<file path="src/verilog/mmio_settings.svh">
`ifndef MMIO_SETTINGS_SVH
`define MMIO_SETTINGS_SVH

// bus widths
`define MMIO_ADDR_W 32
`define MMIO_DATA_W 32

// store buffer, depth must stay a power of two
`define MMIO_SB_DEPTH 8
`define MMIO_SB_PTR_W 3

`endif

</file>
<file path="src/verilog/mmio_bus_pkg.sv">
`default_nettype none

`include "mmio_settings.svh"

package mmio_bus_pkg;

    typedef logic [`MMIO_ADDR_W-1:0]   addr_t;  // byte address
    typedef logic [`MMIO_DATA_W-1:0]   data_t;
    typedef logic [`MMIO_DATA_W/8-1:0] strb_t;  // one bit per byte lane

    // cpu access size, log2 of bytes
    typedef logic [1:0] size_t;

    // axi fields
    typedef logic [2:0] axi_size_t;
    typedef logic [7:0] axi_len_t;

endpackage

`default_nettype wire

</file>
<file path="src/verilog/mmio_ctrl_pkg.sv">
`default_nettype none

`include "mmio_settings.svh"

package mmio_ctrl_pkg;

    typedef enum logic [1:0] {
        IDLE,
        UNCACHED_READ,  // ar issued, waiting for r
        SAVE_RESULT     // result held until pipeline moves
    } access_state_e;

    typedef logic [`MMIO_SB_PTR_W-1:0] sb_ptr_t;

endpackage

`default_nettype wire

</file>
<file path="src/verilog/axi_write_issuer.sv">
`default_nettype none

module axi_write_issuer (
    input  logic                    clk,
    input  logic                    rst,
    input  logic                    sb_pending,
    input  mmio_bus_pkg::addr_t     ent_addr,
    input  mmio_bus_pkg::size_t     ent_size,
    input  mmio_bus_pkg::strb_t     ent_strb,
    input  mmio_bus_pkg::data_t     ent_data,
    input  logic                    awready,
    input  logic                    wready,
    output logic                    pop,
    output logic                    sb_busy,
    output logic                    awvalid,
    output logic                    wvalid,
    output logic                    wlast,
    output mmio_bus_pkg::addr_t     awaddr,
    output mmio_bus_pkg::axi_len_t  awlen,
    output mmio_bus_pkg::axi_size_t awsize,
    output mmio_bus_pkg::data_t     wdata,
    output mmio_bus_pkg::strb_t     wstrb
);

    import mmio_bus_pkg::*;

    logic in_flight;
    logic aw_done;
    logic w_done;

    logic aw_fire;
    logic w_fire;
    logic entry_done;
    logic load;

    assign aw_fire = awvalid && awready;
    assign w_fire  = wvalid && wready;

    // both channels finished, either earlier or now
    assign entry_done = in_flight && (aw_done || aw_fire) && (w_done || w_fire);

    // next entry only once the channel is free again
    assign load = !in_flight && sb_pending;
    assign pop  = load;

    assign sb_busy = sb_pending || in_flight;

    always_ff @(posedge clk) begin
        if (rst) begin
            in_flight <= 1'b0;
            aw_done   <= 1'b0;
            w_done    <= 1'b0;
            awvalid   <= 1'b0;
            wvalid    <= 1'b0;
            wlast     <= 1'b0;
        end else if (load) begin
            in_flight <= 1'b1;
            aw_done   <= 1'b0;
            w_done    <= 1'b0;
            awvalid   <= 1'b1;
            wvalid    <= 1'b1;
            wlast     <= 1'b1;  // single beat per write
        end else if (in_flight) begin
            if (aw_fire) begin
                awvalid <= 1'b0;
                aw_done <= 1'b1;
            end
            if (w_fire) begin
                wvalid <= 1'b0;
                wlast  <= 1'b0;
                w_done <= 1'b1;
            end
            if (entry_done) begin
                in_flight <= 1'b0;
            end
        end
    end

    always_ff @(posedge clk) begin
        if (load) begin
            awaddr <= ent_addr;
            awlen  <= axi_len_t'(0);
            awsize <= {1'b0, ent_size};
            wdata  <= ent_data;
            wstrb  <= ent_strb;
        end
    end

endmodule

`default_nettype wire

</file>
<file path="src/verilog/mmio_access_fsm.sv">
`default_nettype none

module mmio_access_fsm (
    input  logic                    clk,
    input  logic                    rst,
    input  logic                    stall_m,
    input  logic                    mem_en,
    input  logic                    mem_write,
    input  mmio_bus_pkg::addr_t     mem_pa,
    input  mmio_bus_pkg::size_t     mem_size,
    input  logic                    sb_full,
    input  logic                    sb_busy,
    input  logic                    arready,
    input  logic                    rvalid,
    input  mmio_bus_pkg::data_t     rdata,
    output logic                    dstall,
    output logic                    push,
    output logic                    arvalid,
    output logic                    rready,
    output mmio_bus_pkg::addr_t     araddr,
    output mmio_bus_pkg::axi_len_t  arlen,
    output mmio_bus_pkg::axi_size_t arsize,
    output mmio_bus_pkg::data_t     mem_rdata
);

    import mmio_bus_pkg::*;
    import mmio_ctrl_pkg::*;

    access_state_e state;
    logic          write_saved;  // current write already in the buffer
    data_t         rd_result;

    logic rd_req;
    logic wr_req;
    logic rd_issue;

    assign rd_req = mem_en && !mem_write;
    assign wr_req = mem_en && mem_write;

    // reads wait for the store buffer to drain
    assign rd_issue = (state == IDLE) && rd_req && !sb_busy;

    assign push = (state == IDLE) && wr_req && !sb_full && !write_saved;

    always_comb begin
        if (state == IDLE) begin
            dstall = rd_req || (wr_req && sb_full && !write_saved);
        end else begin
            dstall = (state != SAVE_RESULT);
        end
    end

    assign mem_rdata = rd_result;

    always_ff @(posedge clk) begin
        if (rst) begin
            state       <= IDLE;
            write_saved <= 1'b0;
            arvalid     <= 1'b0;
            rready      <= 1'b0;
        end else begin
            case (state)
                IDLE: begin
                    if (wr_req && !dstall && !stall_m) begin
                        write_saved <= 1'b0;  // request retires
                    end else if (push) begin
                        write_saved <= 1'b1;
                    end
                    if (rd_issue) begin
                        arvalid <= 1'b1;
                        rready  <= 1'b1;
                        state   <= UNCACHED_READ;
                    end
                end
                UNCACHED_READ: begin
                    if (arvalid && arready) begin
                        arvalid <= 1'b0;
                    end
                    if (rvalid) begin
                        rready <= 1'b0;
                        state  <= SAVE_RESULT;
                    end
                end
                SAVE_RESULT: begin
                    if (!stall_m) begin
                        state <= IDLE;
                    end
                end
                default: state <= IDLE;
            endcase
        end
    end

    always_ff @(posedge clk) begin
        if (rd_issue) begin
            araddr <= mem_pa;
            arlen  <= axi_len_t'(0);  // single beat
            arsize <= {1'b0, mem_size};
        end
        if ((state == UNCACHED_READ) && rvalid) begin
            rd_result <= rdata;
        end
    end

endmodule

`default_nettype wire

</file>
<file path="src/verilog/mmio_access_unit.sv">
`default_nettype none

`include "mmio_settings.svh"

module mmio_access_unit (
    input  logic                       clk,
    input  logic                       rst,
    // cpu side
    input  logic                       stall_m,
    output logic                       dstall,
    input  logic                       mem_en,
    input  logic                       mem_write,
    input  logic [`MMIO_ADDR_W-1:0]    mem_pa,
    input  logic [1:0]                 mem_size,
    input  logic [`MMIO_DATA_W/8-1:0]  mem_wmask,
    input  logic [`MMIO_DATA_W-1:0]    mem_wdata,
    output logic [`MMIO_DATA_W-1:0]    mem_rdata,
    // axi read
    output logic [`MMIO_ADDR_W-1:0]    araddr,
    output logic [7:0]                 arlen,
    output logic [2:0]                 arsize,
    output logic                       arvalid,
    input  logic                       arready,
    input  logic [`MMIO_DATA_W-1:0]    rdata,
    input  logic                       rlast,   // single beat, not needed
    input  logic                       rvalid,
    output logic                       rready,
    // axi write
    output logic [`MMIO_ADDR_W-1:0]    awaddr,
    output logic [7:0]                 awlen,
    output logic [2:0]                 awsize,
    output logic                       awvalid,
    input  logic                       awready,
    output logic [`MMIO_DATA_W-1:0]    wdata,
    output logic [`MMIO_DATA_W/8-1:0]  wstrb,
    output logic                       wlast,
    output logic                       wvalid,
    input  logic                       wready,
    // axi response, posted writes ignore it
    input  logic                       bvalid,
    output logic                       bready
);

    logic                      push;
    logic                      pop;
    logic                      sb_full;
    logic                      sb_pending;
    logic                      sb_busy;
    logic [`MMIO_SB_PTR_W-1:0] head;
    logic [`MMIO_SB_PTR_W-1:0] tail;

    // head entry of the store buffer
    logic [`MMIO_ADDR_W-1:0]   ent_addr;
    logic [1:0]                ent_size;
    logic [`MMIO_DATA_W/8-1:0] ent_strb;
    logic [`MMIO_DATA_W-1:0]   ent_data;

    assign bready = 1'b1;

    mmio_access_fsm i_fsm (
        .clk       (clk),
        .rst       (rst),
        .stall_m   (stall_m),
        .mem_en    (mem_en),
        .mem_write (mem_write),
        .mem_pa    (mem_pa),
        .mem_size  (mem_size),
        .sb_full   (sb_full),
        .sb_busy   (sb_busy),
        .arready   (arready),
        .rvalid    (rvalid),
        .rdata     (rdata),
        .dstall    (dstall),
        .push      (push),
        .arvalid   (arvalid),
        .rready    (rready),
        .araddr    (araddr),
        .arlen     (arlen),
        .arsize    (arsize),
        .mem_rdata (mem_rdata)
    );

    store_buffer_ptrs i_ptrs (
        .clk        (clk),
        .rst        (rst),
        .push       (push),
        .pop        (pop),
        .head       (head),
        .tail       (tail),
        .sb_full    (sb_full),
        .sb_pending (sb_pending)
    );

    store_buffer_mem i_mem (
        .clk      (clk),
        .push     (push),
        .tail     (tail),
        .head     (head),
        .in_addr  (mem_pa),
        .in_size  (mem_size),
        .in_strb  (mem_wmask),
        .in_data  (mem_wdata),
        .out_addr (ent_addr),
        .out_size (ent_size),
        .out_strb (ent_strb),
        .out_data (ent_data)
    );

    axi_write_issuer i_issuer (
        .clk        (clk),
        .rst        (rst),
        .sb_pending (sb_pending),
        .ent_addr   (ent_addr),
        .ent_size   (ent_size),
        .ent_strb   (ent_strb),
        .ent_data   (ent_data),
        .awready    (awready),
        .wready     (wready),
        .pop        (pop),
        .sb_busy    (sb_busy),
        .awvalid    (awvalid),
        .wvalid     (wvalid),
        .wlast      (wlast),
        .awaddr     (awaddr),
        .awlen      (awlen),
        .awsize     (awsize),
        .wdata      (wdata),
        .wstrb      (wstrb)
    );

endmodule

`default_nettype wire

</file>
<file path="src/verilog/store_buffer_mem.sv">
`default_nettype none

`include "mmio_settings.svh"

module store_buffer_mem (
    input  logic                   clk,
    input  logic                   push,
    input  mmio_ctrl_pkg::sb_ptr_t tail,
    input  mmio_ctrl_pkg::sb_ptr_t head,
    input  mmio_bus_pkg::addr_t    in_addr,
    input  mmio_bus_pkg::size_t    in_size,
    input  mmio_bus_pkg::strb_t    in_strb,
    input  mmio_bus_pkg::data_t    in_data,
    output mmio_bus_pkg::addr_t    out_addr,
    output mmio_bus_pkg::size_t    out_size,
    output mmio_bus_pkg::strb_t    out_strb,
    output mmio_bus_pkg::data_t    out_data
);

    import mmio_bus_pkg::*;

    addr_t addr_q [`MMIO_SB_DEPTH];
    size_t size_q [`MMIO_SB_DEPTH];
    strb_t strb_q [`MMIO_SB_DEPTH];
    data_t data_q [`MMIO_SB_DEPTH];  // lanes as on the w channel

    always_ff @(posedge clk) begin
        if (push) begin
            addr_q[tail] <= in_addr;
            size_q[tail] <= in_size;
            strb_q[tail] <= in_strb;
            data_q[tail] <= in_data;
        end
    end

    // head entry, read without a register
    assign out_addr = addr_q[head];
    assign out_size = size_q[head];
    assign out_strb = strb_q[head];
    assign out_data = data_q[head];

endmodule

`default_nettype wire

</file>
<file path="src/verilog/store_buffer_ptrs.sv">
`default_nettype none

module store_buffer_ptrs (
    input  logic                   clk,
    input  logic                   rst,
    input  logic                   push,
    input  logic                   pop,
    output mmio_ctrl_pkg::sb_ptr_t head,
    output mmio_ctrl_pkg::sb_ptr_t tail,
    output logic                   sb_full,
    output logic                   sb_pending
);

    import mmio_ctrl_pkg::*;

    sb_ptr_t tail_next;

    assign tail_next = tail + sb_ptr_t'(1);

    // one slot stays free so full and empty differ
    assign sb_full    = (tail_next == head);
    assign sb_pending = (head != tail);

    // next free entry
    always_ff @(posedge clk) begin
        if (rst) begin
            tail <= '0;
        end else if (push) begin
            tail <= tail_next;
        end
    end

    // oldest entry
    always_ff @(posedge clk) begin
        if (rst) begin
            head <= '0;
        end else if (pop) begin
            head <= head + sb_ptr_t'(1);  // wraps at depth
        end
    end

endmodule

`default_nettype wire
</file>
<file path="config.mk">
export PLATFORM = sky130hd
export DESIGN_NAME = mmio_access_unit
export DESIGN_NICKNAME = d
export VERILOG_FILES = /design/src/verilog/mmio_bus_pkg.sv /design/src/verilog/mmio_ctrl_pkg.sv /design/src/verilog/axi_write_issuer.sv /design/src/verilog/mmio_access_fsm.sv /design/src/verilog/mmio_access_unit.sv /design/src/verilog/store_buffer_mem.sv /design/src/verilog/store_buffer_ptrs.sv
export VERILOG_INCLUDE_DIRS = /design/src /design/src/verilog
export SDC_FILE = /design/constraint.sdc
export NUM_CORES = 1
export LEC_CHECK = 0
export BUFFER_PORTS_ARGS = -buffer_cell sky130_fd_sc_hd__buf_2
export CAP_MARGIN = 5
export CORE_MARGIN = 5
export CORE_UTILIZATION = 53
export CTS_CLUSTER_DIAMETER = 120
export DETAILED_ROUTE_END_ITERATION = 10
export PLACE_DENSITY_LB_ADDON = 0.2
export SLEW_MARGIN = 0
export SYNTH_ARGS = -nofsm -noshare
export SYNTH_HDL_FRONTEND = slang
export SYNTH_SLANG_ARGS = --single-unit
</file>
<file path="constraint.sdc">
create_clock -name clk -period 7.24 [get_ports clk]
set_clock_uncertainty 0.1 [all_clocks]
set_input_delay 0.362 -clock clk [delete_from_list [all_inputs] [get_ports clk]]
set_output_delay 0.362 -clock clk [all_outputs]
set_load 0.02 [all_outputs]
</file>
# Word-level counts from Yosys, hierarchy flattened
# Memory sizes are Yosys's and may differ from the RTL's. A register that Yosys moved wholly into a read port is not among the register bits.
# Cells that the tools add are included.
dict set report classes {
  n_eq_ne 9
  muxes 23
  addsub 2
  n_reduce_logical 44
}
# op count
set ops {}
lappend ops {{logical AND 1 bit} 18}
lappend ops {{two-way mux 1 bit} 17}
lappend ops {{AND reduction 2 bit} 5}
lappend ops {{nonzero test 2 bit} 5}
lappend ops {{AND reduction 3 bit} 3}
lappend ops {{logical NOT 1 bit} 7}
lappend ops {{adder 3 x 1 -> 3 bit (second input constant)} 2}
lappend ops {{two-way mux 2 bit} 3}
lappend ops {{!= test 2 bit (second input constant)} 3}
lappend ops {{one-hot mux 2 bit (3 select lines)} 1}
lappend ops {{logical OR 1 bit} 4}
lappend ops {{!= test 2 x 1 -> 1 bit (second input constant)} 2}
lappend ops {{one-hot mux 1 bit (2 select lines)} 2}
lappend ops {{equality test 3 bit} 1}
lappend ops {{!= test 3 bit} 1}
lappend ops {{equality test 2 x 1 -> 1 bit (second input constant)} 1}
lappend ops {{equality test 2 bit (second input constant)} 1}
lappend ops {{logical NOT 2 bit} 1}
lappend ops {{OR reduction 2 bit} 1}
dict set report word_totals {
  mem_count 4
  regBits 82
  mem_bits_rw 560
  wordCells 96
  output_inout_bits 161
}
# name words width read_ports rd_clocked_by_memory_dff write_ports line
set mem_list {}
lappend mem_list {i_mem.addr_q 8 32 1 1 1 store_buffer_mem.sv:22} ;# addr_t addr_q [`MMIO_SB_DEPTH];
lappend mem_list {i_mem.data_q 8 32 1 1 1 store_buffer_mem.sv:25} ;# data_t data_q [`MMIO_SB_DEPTH];
lappend mem_list {i_mem.strb_q 8 4 1 1 1 store_buffer_mem.sv:24} ;# strb_t strb_q [`MMIO_SB_DEPTH];
lappend mem_list {i_mem.size_q 8 2 1 1 1 store_buffer_mem.sv:23} ;# size_t size_q [`MMIO_SB_DEPTH];

# Logic depth before layout (Yosys ltp)
dict set report logic_depth {
  ltp_word 11
  ltp_mapped 6
  depth_no_buf 5
}

# Cells and area by module
# From an unflattened synthesis, not the netlist that was laid out.
dict set report unflattened {
  hier_cells 1061
  area_unflattened_um2 26076.3
}
# mod cells_each area_each_um2 n_inst
set modules_own_cells {}
lappend modules_own_cells {store_buffer_mem 823 21066.5 1}
lappend modules_own_cells {axi_write_issuer 104 2384.8 1}
lappend modules_own_cells {mmio_access_fsm 103 2297.2 1}
lappend modules_own_cells {store_buffer_ptrs 29 316.6 1}
lappend modules_own_cells {mmio_access_unit 2 11.3 1}

# Least setup slack after synthesis
# OpenSTA, ideal clock, no wires.
dict set report synth_timing {
  path_type {flip-flop to flip-flop}
  from {register i_ptrs.tail[1]}
  to {memory i_mem.addr_q[0][0] in the netlist's numbering, enable pin}
  slack_ns 0.355
  path_buffers 0
  setup_ns 0.584
  t_arrival_ns 6.201
  required_time_ns 6.556
  synth_period_minus_slack_ns 6.885
  path_stages_with_launch 6
  cell_sequence {dfxtp_1 ha_1 xnor3_1 a311oi_4 nand2b_1 nor3_1}
}
dict set report synth_via {
  elab_chain_len 7
}
# item line
set synth_rtl {}
lappend synth_rtl {{from (decl)} store_buffer_ptrs.sv:9} ;# output mmio_ctrl_pkg::sb_ptr_t tail,
lappend synth_rtl {{from (signal assigned)} store_buffer_ptrs.sv:29} ;# tail <= tail_next;
lappend synth_rtl {{adder 3 x 1 -> 3 bit} store_buffer_ptrs.sv:18} ;# assign tail_next = tail + sb_ptr_t'(1);
lappend synth_rtl {{equality test 3 bit} store_buffer_ptrs.sv:21} ;# assign sb_full = (tail_next == head);
lappend synth_rtl {{logical NOT 1 bit} mmio_access_fsm.sv:43} ;# assign push = (state == IDLE) && wr_req && !sb_full && !write_saved;
lappend synth_rtl {{logical AND 1 bit (2 in series)} mmio_access_fsm.sv:43}
lappend synth_rtl {{two-way mux 1 bit} store_buffer_mem.sv:28} ;# if (push) begin
lappend synth_rtl {{two-way mux 1 bit (implied by the code)} store_buffer_mem.sv:29} ;# addr_q[tail] <= in_addr;
lappend synth_rtl {{to (decl)} store_buffer_mem.sv:22}
# Several ways; a longest one is shown, not always the timed one.

# Worst setup path in the final report
dict set report layout_timing {
  from {register i_ptrs.head[2]}
  to {memory i_mem.data_q[5][12] in the netlist's numbering, enable pin}
}
dict set report layout_via {
  elab_chain_len 6
}
# item line
set layout_rtl {}
lappend layout_rtl {{from (decl)} store_buffer_ptrs.sv:8} ;# output mmio_ctrl_pkg::sb_ptr_t head,
lappend layout_rtl {{from (signal assigned)} store_buffer_ptrs.sv:38} ;# head <= head + sb_ptr_t'(1);
lappend layout_rtl {{equality test 3 bit} store_buffer_ptrs.sv:21}
lappend layout_rtl {{logical NOT 1 bit} mmio_access_fsm.sv:43}
lappend layout_rtl {{logical AND 1 bit (2 in series)} mmio_access_fsm.sv:43}
lappend layout_rtl {{two-way mux 1 bit} store_buffer_mem.sv:28}
lappend layout_rtl {{two-way mux 1 bit (implied by the code)} store_buffer_mem.sv:32} ;# data_q[tail] <= in_data;
lappend layout_rtl {{to (decl)} store_buffer_mem.sv:25}
# No other way between the ends.

==> flow_summary.rst <==
.. list-table::
   :header-rows: 1

   * - Metric
     - Value
   * - Post-synth ARST share
     - 0%
   * - Internal cell power
     - between 7 and 8 mW
   * - Combined global-route utilization of all metal layers
     - 19.3%
   * - Vias per inst
     - 5.46
   * - Crit path buf inv count
     - 1
   * - Vias in the first global route
     - 12705
   * - Maximum clock insertion buffer count
     - 3
   * - Delay of the slowest cell on the worst path
     - 780 ps
   * - Critical-path cell list
     - xnor3_1 > a311oi_4 > nand2_1 > nor2_4 > buf_4
   * - Fraction of final layout cells sized beyond drive strength 1
     - roughly 39%
   * - First-pass GRT wire length
     - 77600 um
   * - Number of clock buffers inserted by TritonCTS
     - 71
   * - Crit path DAT
     - 3810 ps
   * - Share of the core filled with cells
     - 64.2%
   * - Wirelength per Cell
     - 23.5 um
   * - Sinks on Clock Net
     - 712
   * - Fill cell count
     - between 3000 and 4000
   * - Family with the most delay on the worst path
     - simple AND/OR/NAND/NOR gates
   * - Overall overflow remaining after global route
     - 0
   * - CP Class
     - reg2reg
   * - Detailed placement HPWL
     - 26900 um
   * - Die width
     - 232 um
   * - Initial core utilization
     - approximately 53%
   * - Growth of design area from synthesis to finish
     - 20.1%
   * - Critical Path RT
     - 7350 ps
   * - Via count
     - 11946
   * - Share of the cycle needed by the critical path after routing
     - ~50%
   * - Initial antenna violation count
     - 1
   * - Count of pins over their slew limit
     - 0
   * - Pre-CTS setup slack
     - ~3400 ps
   * - First-pass DRT Iterations
     - 5
   * - Final setup violation count
     - 0
   * - Number of buffers added on ports
     - between 200 and 300
   * - Max-cap viol count
     - 0
   * - Die area
     - 0.0537 sq mm
   * - Slew at the pin closest to its max-slew limit
     - 1020 ps
   * - Final-layout setup total negative slack
     - 0 ps
   * - Clock transition at the registers of the reported paths
     - 60 ps
   * - Element type at the critical path start
     - flop
   * - Die H
     - 232 um
   * - Proportion of netlist area held by the largest area contributor
     - 80.2%
   * - EDFF count, synth
     - 696
   * - Number of levels the H-tree was split into
     - 3
   * - Slack of the critical path
     - ~3500 ps
   * - Flip-flop cell with the highest count after synthesis
     - sky130_fd_sc_hd__edfxtp_1
   * - Critical path peak fanout
     - 27
   * - Count of unique library cells instantiated by Yosys
     - 35
   * - Insertion delay of the later-clocked pin in the worst-skew pair
     - 580 ps
   * - Synth Warn #
     - 0
   * - Switching Share
     - 25.3%
   * - Pin count of the biggest net entering global routing
     - 64
   * - VDD IR-drop max
     - between 200 and 250 uV
   * - Total number of placement rows
     - slightly above 80
   * - Top achievable clock speed
     - approximately 270 MHz
   * - Unrepaired setup endpoints after global routing
     - false
   * - Post-synth top area cell
     - sky130_fd_sc_hd__edfxtp_1
   * - Total count of hold-check failures in the final report
     - 0
   * - Post-synthesis area per instance
     - 24.3 sq um
   * - Run status
     - completed
   * - Clock Power Share
     - 33.0%
   * - Final-layout worst hold slack
     - 59.4 ps
   * - Area of combinational cells with multiple inputs
     - 0.00457 sq mm
   * - Final GP Congestion
     - 0.704
   * - Worst min-delay path class
     - in2reg
   * - Core Region
     - 0.0487 sq mm
   * - Final Critical Period
     - 3700 ps
   * - Summed instance area of the synthesized netlist
     - between 0.02 and 0.03 sq mm
   * - Top-level port count
     - 274
   * - Post-layout nets
     - around 1600
   * - Initial drt markers
     - approximately 970
   * - Register bit total from synthesis
     - 712
   * - Pwr per Cell Area
     - 329 mW/mm^2
   * - Total inserted antenna cells
     - 0
   * - Non-filler cells, final
     - 2188
   * - Reported leakage power
     - 10.3 nW
   * - CTS resizes
     - 0
   * - Dpl cells
     - 1962
   * - Cells after Synth
     - 1070
   * - Root cell of the clock tree
     - sky130_fd_sc_hd__clkbuf_16
   * - Share of power burned in registers
     - about half
   * - Cells taking the most area after synthesis
     - sky130_fd_sc_hd__edfxtp_1 (80%), sky130_fd_sc_hd__mux4_2 (12%), sky130_fd_sc_hd__mux2_2 (3.0%)
   * - Relative contribution of combinational cells to total power
     - 17.0%
   * - Critical path's slowest cell
     - sky130_fd_sc_hd__nor2_4
   * - Sw Pwr
     - 2.61 mW
   * - Clock tree from TritonCTS
     - built
   * - Total setup buffers inserted after CTS
     - 0
   * - DR DRC count
     - 0
   * - Final routed wirelength across all metal layers
     - between 50000 and 60000 um
   * - Max transition margin
     - 32.0%
   * - Reg area
     - ~0.021 sq mm
   * - Antenna-violating nets left
     - 0
   * - Proportion of synthesized chip area in sequential cells
     - 81.5%
   * - Endpoint type of the worst setup path
     - flop
## kinds of logic (layout without fill, tap and decap cells)
logic type | count (synthesis) | after routing | synth area share [%]
buffers and inverters | 69 | 506 | 1.47
adders and majority gates | 2 | 2 | 0.0960
AOI/OAI and AO/OA | 22 | 22 | 0.576
xor gates and xnor gates | 7 | 7 | 0.317
DFF | 712 | 712 | 81.5
muxes | 212 | 212 | 15.2
and+or+nand+nor | 44 | 44 | 0.840
other | 2 | 19 | 0.0288
## synth_stat cells (all sizes together) (2+ instances only)
cell	number
mux4	140
inv	5
ha	2
a21oi	13
a32oi	2
conb	2
nand2	12
mux2i	2
nor2	14
nand2b	4
mux2	70
xor2	3
dfxtp	16
nand3b	2
edfxtp	696
clkbuf	24
nor3	5
o21ai	3
xnor2	3
or3	3
buf	40
## sequential cells by signal, summed over array words and instances, names as in the netlist, 16 cells and up
name / count
i_issuer.awaddr: 32
i_mem.strb_q: 32
i_mem.addr_q: 256
i_mem.data_q: 256
i_fsm.mem_rdata: 32
i_fsm.araddr: 32
i_mem.size_q: 16
i_issuer.wdata: 32
## cells in the final DEF (no fill, tap or decap), drive strengths merged
master and instances:
nor2 14, o21ai 3, mux2i 2, o21a 1, or3 3, o31ai 1
a21oi 13, xnor3 1, nand2b 4, mux4 140, xor2 3, nand2 12
clkinv 26, nand3 1, dfxtp 16, xnor2 3, inv 5, conb 19
mux2 70, nand4bb 1, a31oi 1, nand3b 2, edfxtp 696, a311oi 1
a32oi 2, clkbuf 90, bufinv 4, nor4 1, buf 275, nor3 5
dlygate4sd3 106, ha 2, nor4bb 1
## what timing repair did
| action | in CTS | in global routing |
|---|---|---|
| endpoints found under the hold margin | 633 | 0 |
| endpoints found under the setup margin | 0 | 0 |
| hold buffers | 106 | 0 |
## routing by layer
| metal | GRT usage [%] | share of wire (%) | wire, um | vias to the layer above |
|---|---|---|---|---|
| met2 | 33.4 | 52 | 26700 | 342 |
| li1 | - | - | - | 5258 |
| met4 | 5.43 | 1.9 | 999 | 2 |
| met1 | 25.8 | 40 | 20800 | 6267 |
| met3 | 3.34 | 5.6 | 2900 | 77 |
| met5 | 0 | 0.014 | 7 | - |
## power groups by stage
stage	Sequential [mW]	Combinational [mW]	Clock (mW)
2_1_floorplan	5.46	0.928	0
3_3_place_gp	5.24	1.72	0
3_5_place_dp	5.25	1.74	0
4_1_cts	5.16	1.79	3.49
5_1_grt	5.19	1.88	3.68
6_report	5.16	1.75	3.40
## final cells by class
| class | instances | share of cell area [%] |
|---|---|---|
| well taps | 664 | 2.66 |
| clock buffers | 90 | 6.08 |
| clock inverters | 30 | 0.740 |
| repair buffers | 381 | 7.98 |
| inverters | 5 | 0.0680 |
| multi-input cells | 306 | 14.6 |
| flip-flops and latches | 712 | 67.9 |
## worst paths after layout
path	start	endpoint	slack (ps)	cells after the start
max	i_ptrs.head[2]	i_mem.data_q[5][12]	3540	5
min reg2reg	i_issuer.awvalid	i_issuer.awvalid	390	2
min	rst	i_issuer.w_done	60	2
max reg2reg	i_ptrs.head[2]	i_mem.data_q[5][12]	3540	5
## worst register-to-register path: stages, from the launching register on
cell and delay, ps:
sky130_fd_sc_hd__dfxtp_4 590, sky130_fd_sc_hd__xnor3_1 530, sky130_fd_sc_hd__a311oi_4 410, sky130_fd_sc_hd__nand2_1 320
sky130_fd_sc_hd__nor2_4 790, sky130_fd_sc_hd__buf_4 580
## per-stage QoR
stage / total power, mW / instance area (sq um)
floorplan: 6.39 / 26100
global placement: 6.96 / 28100
detailed placement: 6.99 / 28100
CTS: 10.4 / 31300
global route: 10.7 / 31300
finish: 10.3 / 31300
Power figures use the tool's default switching activity.
